### src/verilog/friscv_pmp_defines.svh
// Global sizing macros for the PMP checker
// Register width, physical address width and region count

`ifndef FRISCV_PMP_DEFINES_SVH
`define FRISCV_PMP_DEFINES_SVH

//////////////////////////////
// Architecture widths
//////////////////////////////

// Register width of 32 bits for RV32
`define XLEN 32

// Physical address width
// Sv32 gives 34 bits of physical address on RV32
`define RLEN 34

//////////////////////////////
// PMP sizing
//////////////////////////////

// Number of implemented PMP entries
// Lower index wins when several entries hit
`define PMP_NB_REGION 4

`endif

### src/verilog/friscv_pmp_pkg.sv
// Types shared by the PMP checker
// Address-match mode and access opcode enums

`default_nettype none

package friscv_pmp_pkg;

    //////////////////////////////
    // Cfg byte layout
    //////////////////////////////

    // bit 0    R, read permission
    // bit 1    W, write permission
    // bit 2    X, execute permission
    // bits 4:3 A, address-match mode
    // bits 6:5 reserved, read as zero
    // bit 7    L, entry locked and enforced in machine mode

    // Address-match mode held in the A field
    typedef enum logic [1:0] {
        OFF   = 2'd0,
        TOR   = 2'd1,
        NA4   = 2'd2,
        NAPOT = 2'd3
    } pmp_mode_e;

    // Access opcode of a request
    // Value matches the cfg bit it checks
    typedef enum logic [1:0] {
        ACC_READ  = 2'd0,
        ACC_WRITE = 2'd1,
        ACC_EXEC  = 2'd2
    } pmp_access_e;

endpackage

`default_nettype wire

### src/verilog/friscv_pmp_csr.sv
// PMP configuration and address register bank
// Strobed writes with per-entry lock protection

`timescale 1ns/1ps
`default_nettype none

`include "friscv_pmp_defines.svh"

module friscv_pmp_csr (
    input  wire                                aclk,
    input  wire                                reset,
    // Write strobe from the CSR side
    input  wire                                csr_wren,
    input  wire                                csr_wr_is_cfg,
    input  wire  [$clog2(`PMP_NB_REGION)-1:0]  csr_wr_idx,
    input  wire  [`XLEN-1:0]                   csr_wr_data,
    // Flattened register outputs, slice i belongs to region i
    output logic [`PMP_NB_REGION*8-1:0]        pmp_cfg_all,
    output logic [`PMP_NB_REGION*`XLEN-1:0]    pmp_addr_all
);

    //////////////////////////////
    // Local definitions
    //////////////////////////////

    // Lock bit in the cfg byte
    localparam int CFG_L = 7;

    // One cfg byte and one pmpaddr word per entry
    logic [7:0]       cfg_q  [`PMP_NB_REGION];
    logic [`XLEN-1:0] addr_q [`PMP_NB_REGION];

    // Target entry is locked, write must be dropped
    logic             wr_locked;
    // Write accepted this cycle
    logic             wr_accept;

    //////////////////////////////
    // Write qualification
    //////////////////////////////

    // L bit protects both the cfg byte and pmpaddr of the same entry
    assign wr_locked = cfg_q[csr_wr_idx][CFG_L];
    assign wr_accept = csr_wren && !wr_locked;

    //////////////////////////////
    // Register bank
    //////////////////////////////

    always_ff @(posedge aclk) begin
        if (reset) begin
            // All entries cleared, so every region starts OFF
            for (int i = 0; i < `PMP_NB_REGION; i++) begin
                cfg_q[i]  <= 8'h00;
                addr_q[i] <= '0;
            end
        end else if (wr_accept) begin
            if (csr_wr_is_cfg) begin
                // Only the low byte carries the cfg field
                cfg_q[csr_wr_idx] <= csr_wr_data[7:0];
            end else begin
                addr_q[csr_wr_idx] <= csr_wr_data;
            end
        end
    end

    //////////////////////////////
    // Flattened outputs
    //////////////////////////////

    // Entry i lands on slice i of each bus
    for (genvar i = 0; i < `PMP_NB_REGION; i++) begin : gen_flat
        assign pmp_cfg_all[i*8 +: 8]         = cfg_q[i];
        assign pmp_addr_all[i*`XLEN +: `XLEN] = addr_q[i];
    end

endmodule

`default_nettype wire

### src/verilog/friscv_pmp_region.sv
// Single PMP region decoder
// Base and mask computation plus per-mode address hit

`timescale 1ns/1ps
`default_nettype none

`include "friscv_pmp_defines.svh"

module friscv_pmp_region #(
    // Register width, 32 on RV32, 64 on RV64
    parameter int XLEN = `XLEN,
    // Physical address width, 34 on RV32, 56 on RV64
    parameter int RLEN = `RLEN
) (
    // Entry registers
    input  wire  [XLEN-1:0] pmp_addr,
    input  wire  [7:0]      pmp_cfg,
    // Lower bound for TOR, from the previous entry
    input  wire  [RLEN-1:0] prev_base,
    // Physical address under check
    input  wire  [RLEN-1:0] req_addr,
    // Region base, upper bound under TOR
    output logic [RLEN-1:0] pmp_base,
    output logic            hit
);

    import friscv_pmp_pkg::*;

    //////////////////////////////
    // Local definitions
    //////////////////////////////

    // A field position in the cfg byte
    localparam int CFG_A_LO = 3;
    localparam int CFG_A_HI = 4;

    pmp_mode_e       mode;
    // pmpaddr scaled to a byte address, widened by two bits
    logic [XLEN+1:0] addr_ext;
    logic [RLEN-1:0] addr_shift;
    // Address bits compared for NA4 and NAPOT
    logic [RLEN-1:0] pmp_mask;
    // log2 of the NAPOT region size in bytes
    int unsigned     napot_size;

    // Index of the lowest zero bit, XLEN when all bits are set
    function automatic int unsigned lowest_zero(input logic [XLEN-1:0] value);
        int unsigned idx;
        idx = XLEN;
        // Scan downwards so the lowest zero is kept last
        for (int i = XLEN - 1; i >= 0; i--) begin
            if (!value[i]) begin
                idx = i;
            end
        end
        return idx;
    endfunction

    //////////////////////////////
    // Base and mask
    //////////////////////////////

    assign mode       = pmp_mode_e'(pmp_cfg[CFG_A_HI:CFG_A_LO]);
    assign addr_ext   = {pmp_addr, 2'b00};
    assign addr_shift = addr_ext[RLEN-1:0];
    // k trailing ones encode a 2^(k+3) byte region
    assign napot_size = lowest_zero(pmp_addr) + 3;

    always_comb begin
        case (mode)
            NA4: begin
                // Single 4-byte word
                pmp_mask = {RLEN{1'b1}} << 2;
                pmp_base = addr_shift & pmp_mask;
            end
            NAPOT: begin
                // Shift past RLEN gives an empty mask, whole space
                pmp_mask = {RLEN{1'b1}} << napot_size;
                pmp_base = addr_shift & pmp_mask;
            end
            default: begin
                // OFF and TOR keep the plain scaled address
                pmp_mask = '0;
                pmp_base = addr_shift;
            end
        endcase
    end

    //////////////////////////////
    // Address hit
    //////////////////////////////

    always_comb begin
        case (mode)
            OFF:     hit = 1'b0;
            // Half-open range [prev_base, pmp_base)
            TOR:     hit = (req_addr >= prev_base) && (req_addr < pmp_base);
            default: hit = ((req_addr & pmp_mask) == pmp_base);
        endcase
    end

endmodule

`default_nettype wire

### src/verilog/friscv_pmp_match.sv
// PMP priority selection and permission check
// Lowest hitting region decides, verdict registered one cycle later

`timescale 1ns/1ps
`default_nettype none

`include "friscv_pmp_defines.svh"

module friscv_pmp_match (
    input  wire                              aclk,
    input  wire                              reset,
    // Request strobe and fields
    input  wire                              req_valid,
    input  wire friscv_pmp_pkg::pmp_access_e req_access,
    input  wire                              req_machine,
    // One hit flag per region
    input  wire  [`PMP_NB_REGION-1:0]        region_hit,
    // Flattened cfg bytes with 8 bits per region
    input  wire  [`PMP_NB_REGION*8-1:0]      pmp_cfg_all,
    // Verdict one cycle after the request
    output logic                             resp_valid,
    output logic                             resp_allow
);

    import friscv_pmp_pkg::*;

    //////////////////////////////
    // Local definitions
    //////////////////////////////

    // Permission and lock bits in the cfg byte
    localparam int CFG_R = 0;
    localparam int CFG_W = 1;
    localparam int CFG_X = 2;
    localparam int CFG_L = 7;

    localparam int IDX_W = (`PMP_NB_REGION > 1) ? $clog2(`PMP_NB_REGION) : 1;

    // Winning region
    logic             any_hit;
    logic [IDX_W-1:0] sel_idx;
    logic [7:0]       sel_cfg;
    // Permission bit of the selected entry for this access
    logic             perm;
    logic             locked;
    // Combinational verdict before the output register
    logic             verdict;

    //////////////////////////////
    // Priority selection
    //////////////////////////////

    always_comb begin
        any_hit = 1'b0;
        sel_idx = '0;
        // Walk from the top so the lowest index overwrites last
        for (int i = `PMP_NB_REGION - 1; i >= 0; i--) begin
            if (region_hit[i]) begin
                any_hit = 1'b1;
                sel_idx = IDX_W'(i);
            end
        end
    end

    assign sel_cfg = pmp_cfg_all[sel_idx*8 +: 8];
    assign locked  = sel_cfg[CFG_L];

    //////////////////////////////
    // Permission check
    //////////////////////////////

    // Opcode picks R, W or X
    always_comb begin
        case (req_access)
            ACC_READ:  perm = sel_cfg[CFG_R];
            ACC_WRITE: perm = sel_cfg[CFG_W];
            ACC_EXEC:  perm = sel_cfg[CFG_X];
            default:   perm = 1'b0;
        endcase
    end

    always_comb begin
        if (!any_hit) begin
            // Machine passes and user fails when nothing matches
            verdict = req_machine;
        end else if (req_machine) begin
            // Machine mode only bound by locked entries
            verdict = !(locked && !perm);
        end else begin
            verdict = perm;
        end
    end

    //////////////////////////////
    // Response register
    //////////////////////////////

    always_ff @(posedge aclk) begin
        if (reset) begin
            resp_valid <= 1'b0;
            resp_allow <= 1'b0;
        end else begin
            resp_valid <= req_valid;
            // Allow stays low outside a response cycle
            resp_allow <= req_valid && verdict;
        end
    end

endmodule

`default_nettype wire

### src/verilog/friscv_pmp.sv
// PMP checker top level
// Register bank, region decoders and match stage

`timescale 1ns/1ps
`default_nettype none

`include "friscv_pmp_defines.svh"

module friscv_pmp (
    input  wire                               aclk,
    input  wire                               reset,
    // CSR write port
    input  wire                               csr_wren,
    input  wire                               csr_wr_is_cfg,
    input  wire  [$clog2(`PMP_NB_REGION)-1:0] csr_wr_idx,
    input  wire  [`XLEN-1:0]                  csr_wr_data,
    // Access request
    input  wire                               req_valid,
    input  wire  [`RLEN-1:0]                  req_addr,
    input  wire friscv_pmp_pkg::pmp_access_e  req_access,
    input  wire                               req_machine,
    // Verdict
    output logic                              resp_valid,
    output logic                              resp_allow
);

    //////////////////////////////
    // Internal wires
    //////////////////////////////

    logic [`PMP_NB_REGION*8-1:0]         pmp_cfg_all;
    logic [`PMP_NB_REGION*`XLEN-1:0]     pmp_addr_all;
    logic [`PMP_NB_REGION-1:0]           region_hit;
    // Slice i is the lower bound of region i, slice i+1 its base
    logic [(`PMP_NB_REGION+1)*`RLEN-1:0] base_chain;

    // Region 0 is bounded below by address zero
    assign base_chain[0 +: `RLEN] = '0;

    friscv_pmp_csr u_csr (
        .aclk          (aclk),
        .reset         (reset),
        .csr_wren      (csr_wren),
        .csr_wr_is_cfg (csr_wr_is_cfg),
        .csr_wr_idx    (csr_wr_idx),
        .csr_wr_data   (csr_wr_data),
        .pmp_cfg_all   (pmp_cfg_all),
        .pmp_addr_all  (pmp_addr_all)
    );

    //////////////////////////////
    // Region decoders
    //////////////////////////////

    for (genvar i = 0; i < `PMP_NB_REGION; i++) begin : gen_region
        friscv_pmp_region #(
            .XLEN (`XLEN),
            .RLEN (`RLEN)
        ) u_region (
            .pmp_addr  (pmp_addr_all[i*`XLEN +: `XLEN]),
            .pmp_cfg   (pmp_cfg_all[i*8 +: 8]),
            .prev_base (base_chain[i*`RLEN +: `RLEN]),
            .req_addr  (req_addr),
            .pmp_base  (base_chain[(i+1)*`RLEN +: `RLEN]),
            .hit       (region_hit[i])
        );
    end

    friscv_pmp_match u_match (
        .aclk        (aclk),
        .reset       (reset),
        .req_valid   (req_valid),
        .req_access  (req_access),
        .req_machine (req_machine),
        .region_hit  (region_hit),
        .pmp_cfg_all (pmp_cfg_all),
        .resp_valid  (resp_valid),
        .resp_allow  (resp_allow)
    );

endmodule

`default_nettype wire

### config.mk
export PLATFORM = sky130hd
export DESIGN_NAME = friscv_pmp
export DESIGN_NICKNAME = d
export VERILOG_FILES = /design/src/verilog/friscv_pmp_pkg.sv /design/src/verilog/friscv_pmp_csr.sv /design/src/verilog/friscv_pmp_region.sv /design/src/verilog/friscv_pmp_match.sv /design/src/verilog/friscv_pmp.sv
export VERILOG_INCLUDE_DIRS = /design/src /design/src/verilog
export SDC_FILE = /design/constraint.sdc
export NUM_CORES = 1
export LEC_CHECK = 0
export BUFFER_PORTS_ARGS = -buffer_cell sky130_fd_sc_hd__buf_2
export CAP_MARGIN = 15
export CORE_MARGIN = 2
export CORE_UTILIZATION = 50
export DETAILED_ROUTE_END_ITERATION = 16
export PLACE_DENSITY = 0.75
export SKIP_CTS_REPAIR_TIMING = 1
export SLEW_MARGIN = 25
export SYNTH_ARGS = -nofsm -noshare
export SYNTH_HDL_FRONTEND = slang
export SYNTH_SLANG_ARGS = --single-unit
### constraint.sdc
create_clock -name aclk -period 14.62 [get_ports aclk]
set_input_delay 0.731 -clock aclk [delete_from_list [all_inputs] [get_ports aclk]]
set_output_delay 0.731 -clock aclk [all_outputs]
set_load 0.05 [all_outputs]
## Yosys cells after proc, flatten, opt, wreduce, memory -nomap -nowiden

Memories as Yosys holds them, arrays and structs flattened.
Index checks and enable logic that the tools add are counted.

| word-level totals | value |
|---|---|
| flip-flop bits (word level) | 2 |
| memory bits (writable) | 160 |
| input port bits | 76 |
| output and inout port bits | 2 |
| word-level logic and storage cells | 231 |
| memories | 2 |

Memories:

| name | depth | width | read ports | clocked after memory_dff | write ports | RTL line | RTL |
|---|---|---|---|---|---|---|---|
| u_csr.addr_q | 4 | 32 | 4 | 0 | 4 | friscv_pmp_csr.sv:31 | `` logic [`XLEN-1:0] addr_q [`PMP_NB_REGION]; `` |
| u_csr.cfg_q | 4 | 8 | 5 | 0 | 4 | friscv_pmp_csr.sv:30 | `` logic [7:0] cfg_q [`PMP_NB_REGION]; `` |

| cells by class | value |
|---|---|
| add/sub/neg operators | 4 |
| $lt $le $gt $ge | 8 |
| equal/unequal tests | 18 |
| shift operators | 5 |
| mux-type cells | 167 |
| bitwise logic cells | 8 |
| reductions and logical operators | 17 |

Operators by type and width:

| cell | count |
|---|---|
| 2-to-1 mux 32 bit | 125 |
| AND 34 bit | 8 |
| one-hot mux 34 bit (2 select lines) | 4 |
| == test 34 bit | 4 |
| < comparator 34 bit | 4 |
| 2-to-1 mux 34 bit | 4 |
| << shifter 34 x 32 -> 34 bit (first input constant) | 4 |
| adder 32 x 2 -> 32 bit (second input constant) | 4 |
| greater-or-equal comparator 34 bit | 3 |
| greater-or-equal comparator 34 x 1 -> 1 bit (second input constant) | 1 |
| OR reduction 32 bit | 1 |
| indexed part select 32 x 6 -> 8 bit | 1 |
| 2-to-1 mux 6 bit | 4 |
| == test 2 bit (second input constant) | 9 |
| 2-to-1 mux 1 bit | 18 |
| 2-to-1 mux 2 bit | 6 |
| == test 2 x 1 -> 1 bit (second input constant) | 5 |
| logical NOT 2 bit | 5 |
| 2-to-1 mux 8 bit | 1 |
| one-hot mux 1 bit (2 select lines) | 4 |
| OR reduction 8 bit | 1 |
| logical AND 1 bit | 7 |
| logical NOT 1 bit | 3 |
| one-hot mux 1 bit (3 select lines) | 1 |

## Depth between registers and ports, before layout

An unclocked memory read counts as a cell.

| depth | value |
|---|---|
| word-level depth | 52 |
| gate-level depth with buffers | 32 |
| mapped depth without buffers | 29 |

## By module

A second synthesis with hierarchy kept.

| unflattened totals | value |
|---|---|
| cell total of the unflattened synthesis | 2,951 |
| area total of the unflattened synthesis | 22,549.1 sq um |

By module, submodules not included:

| module | times used | cells each | area an instance (sq um) | sequential area each (sq um) |
|---|---|---|---|---|
| friscv_pmp_region at gen_region[1].u_region ... | 2 | 637 | 4,086.4 | 0.0 |
| friscv_pmp_csr | 1 | 404 | 5,972.0 | 4,804.6 |
| friscv_pmp_region at gen_region[3].u_region | 1 | 642 | 4,194.0 | 0.0 |
| friscv_pmp_region at gen_region[0].u_region | 1 | 594 | 3,952.5 | 0.0 |
| friscv_pmp_match | 1 | 36 | 254.0 | 40.0 |
| friscv_pmp | 1 | 1 | 3.8 | 0.0 |

## Worst setup path before layout

Ideal clock, no wire load.

| path | value |
|---|---|
| kind | reg2reg |
| start | memory u_csr.addr_q[2][23] (netlist bit) |
| end | register u_match.resp_allow |
| library setup time | 0.074 ns |
| arrival time | 5.585 ns |
| data required time | 14.546 ns |
| slack | 8.962 ns |
| stages on the path, launching flop included | 30 |
| path buffers | 3 |
| period minus slack after synthesis | 5.658 ns |
| path through | edfxtp_1 clkbuf_1 a31o_2 o2111ai_1 o211a_1 buf_2 inv_1 ha_1 or4_1 nand3_1 clkbuf_1 o211ai_1 nand2_1 nand2_1 ha_1 a21o_1 a21oi_1 nor2b_1 o21ai_0 nand2b_1 a21oi_1 o21ai_0 nand2_1 o2111ai_1 o2111ai_1 o31ai_4 nor4b_1 o31a_1 o32a_1 o211ai_2 |

RTL lines:

| item | RTL line | RTL |
|---|---|---|
| start, declared | friscv_pmp_csr.sv:31 |  |
| end signal, assigned | friscv_pmp_match.sv:105 | `resp_allow <= req_valid && verdict;` |
| end, declared | friscv_pmp_match.sv:22 | `output logic resp_allow` |

==> results.ini <==
[route]
avgRoutedWirePerCell_um = 32.3
wl_met1_um = 32900
ant_nets = 0
dr.max_layer_used = met4
drt_iter0_markers = 3629
drt_wl_total_um = 89900
dr_wl_met2_um = 37300
first_pass_iters = 7
vias = 20800
via_per_inst = 7.46
wl_met3_um = 14000
drc = 0

[floorplanning]
die_h_um = 195
core-area_um2 = 35700
pin_count = 78
die_area_um2 = 37900
start_util_pct = 50.9
die_x_um = 195
rows = 69

[cells_and_area]
drive_above_1_share_pct = 8.44
fin_nets = 2521
area_growth_pct = 6.79

[timing]
rsz0062_at_grt = no
period_share_pct = 50.9
finalMaxSlewViolations = 0
worst-slew-pin-transition_ns = 1.22
fin_crit_ns = 7.45
setup_ws_ns = 7.17
slew_headroom_pct = 17.7
skew_ns = 0.0115
clock.fmax_mhz = 134
setup_tns_ns = 0
hold_viol = 0
setup_viol = 0

[yosys]
syn_inst = 2313
synthTopCellsByArea = edfxtp_1 25%, ha_1 9.4%, nand2_1 5.5%
synth_nets = 2526
ys_warn_count = 0
yosysMostFrequentCell = nand2_1
synth_top_area_cell = edfxtp_1
synthDistinctLibCells = 108
ys_top_cells_by_count = 267 x nand2_1, 194 x o21ai_0, 152 x edfxtp_1
synth_edf_count = 152
synthArstFlopShare_pct = 0
syn_area_um2 = 18200
synth_top_area_share_pct = 25.1
synth_ff_type = edfxtp_1
syn_avg_cell_area_um2 = 7.87
ys_ff_latch = 154
synth-seq-area-share_pct = 25.3

[critical_path]
worstReg2RegEnd = u_match.resp_allow
start_kind = flop
crit_type = reg -> reg
r2r_setup_slack_ns = 7.17
crit_required_ns = 15.00
crit_arrival_ns = 7.82
cp_common_cell = a21oi_1
slowest_stage = o41ai_2
r2r_cells = 28
cp_num_buf_inv = 2
critPathTopFamily = compound AO/OA/AOI/OAI gates
critPathCaptureType = flop
cp_max_fo = 15
r2r_start = u_csr.addr_q[2][24]
max_stage_delay_ns = 0.89

[clock_network]
path_clk_slew_ns = 0.08
clock_path_buffers = 2
clkLatencyLatePin_ns = 0.45
cts_sinks = 154
cts_buffers = 17
cts_tree = done
clockRootBuffer = clkbuf_16
h-tree-depth = 4

[pwr]
irDropWorstVdd_v = 0.000134
cellLeakagePower_uw = 0.00722
powerDensity_nw_per_um2 = 70.8

[hold_path]
hold_end = u_match.resp_valid
worstHoldPathType = in -> reg
hold_path_depth = 2
min_from = req_valid

[job]
drv_cap = 0

[status]
status = finished clean

[global_routing]
grt_pass1_vias = 19500
grt_first_pass_wirelength_um = 130000
overflow = 0
track_usage_pct = 46.5
antenna_found_initial = 13
grt_max_degree = 65

[place]
place_ws_ns = 7.39
gp_congestion = 1.07
portBuffers = 77
post-dp-hpwl_um = 65500

==> final cells by class <==
cell class | count | area, um2
clock inverter | 15 | 193
sequential | 154 | 4600
fill | 3443 | 16300
multi-input combinational | 1969 | 12800
timing repair buffer | 101 | 566
clock buffer | 17 | 425
antenna | 2 | 5.00
tap | 461 | 577
inverter | 65 | 246
==> per-layer routing <==
metal  up-vias  track usage (%)
li1       8806                -
met1      9771             59.7
met2      1803             68.8
met3       394             15.6
met4         0             25.2
met5         -                0
==> report_power, final <==
part	internal [uW]	switching (uW)
registers	507	49.2
clock network	235	228
logic	114	244
==> cell families (layout without fill, tap and decap cells) <==
logic type               after synthesis  count (layout)  synth area share, %
adder cells (fa/ha/maj)              138             138                 9.47
flip-flops                           154             154                 25.3
multiplexers                          11              11                0.694
AO/OA/AOI/OAI                        720             720                 26.9
buffers and inverters                190             198                 4.34
other                                  0               2                    0
AND/OR/NAND/NOR                     1044            1044                 30.6
XOR/XNOR                              56              56                 2.70
==> how the worst max path moves through the flow <==
stage	cells past startpoint	slack [ns]	end	startpoint
floorplan	29	8.96	u_match.resp_allow	u_csr.addr_q[2][23]
CTS	28	7.38	u_match.resp_allow	u_csr.addr_q[2][24]
finish	28	7.17	u_match.resp_allow	u_csr.addr_q[2][24]
detailed placement	28	7.39	u_match.resp_allow	u_csr.addr_q[2][24]
global placement	28	7.63	u_match.resp_allow	u_csr.addr_q[2][24]
global route	28	6.77	u_match.resp_allow	u_csr.addr_q[2][24]
==> worst register-to-register path, delay by kind of cell (launching register included) <==
kind	cells	cell delay, ns
fa+ha+maj	2	0.72
buf+inv	2	0.44
simple gates	6	0.81
compound gates	18	4.89
flops	1	0.55
==> sequential cells by signal (all words and copies together), names as in the netlist <==
name	cells
u_csr.cfg_q	24
u_match.resp_allow	1
u_csr.addr_q	128
u_match.resp_valid	1
==> cells in the final DEF, fill, tap and decap left out, types with 12 or more instances in the layout <==
cell type,instances
xor2_1,27
inv_1,63
a31oi_1,33
nand2b_1,54
nor4_1,26
o211ai_1,31
and3_1,56
buf_4,24
o2111ai_1,18
o21ai_0,193
nor2_1,131
nor2b_1,74
nor3_1,55
nand3_1,63
a311oi_1,16
o21a_1,21
clkbuf_16,17
buf_2,77
nand2_1,267
a2111oi_0,14
and4_1,20
o31ai_1,19
nand4_1,85
edfxtp_1,152
xnor2_1,29
or2_2,12
a211oi_1,29
a21oi_1,143
and2_1,130
ha_1,137
a21o_1,34
o221ai_1,13
==> stage by stage <==
step,cell area [um2],utilization (%),power (uW),hold WS [ns],instances
floorplan,18200,-,745,0.610,2313
global placement,18800,52.6,893,0.678,2750
detailed placement,18800,52.6,896,0.684,2750
CTS,19400,54.3,1350,0.622,2782
global route,19400,54.4,1410,0.624,2782
finish,19400,54.4,1380,0.633,2784
Note: power is estimated with default switching activity, not from simulation.
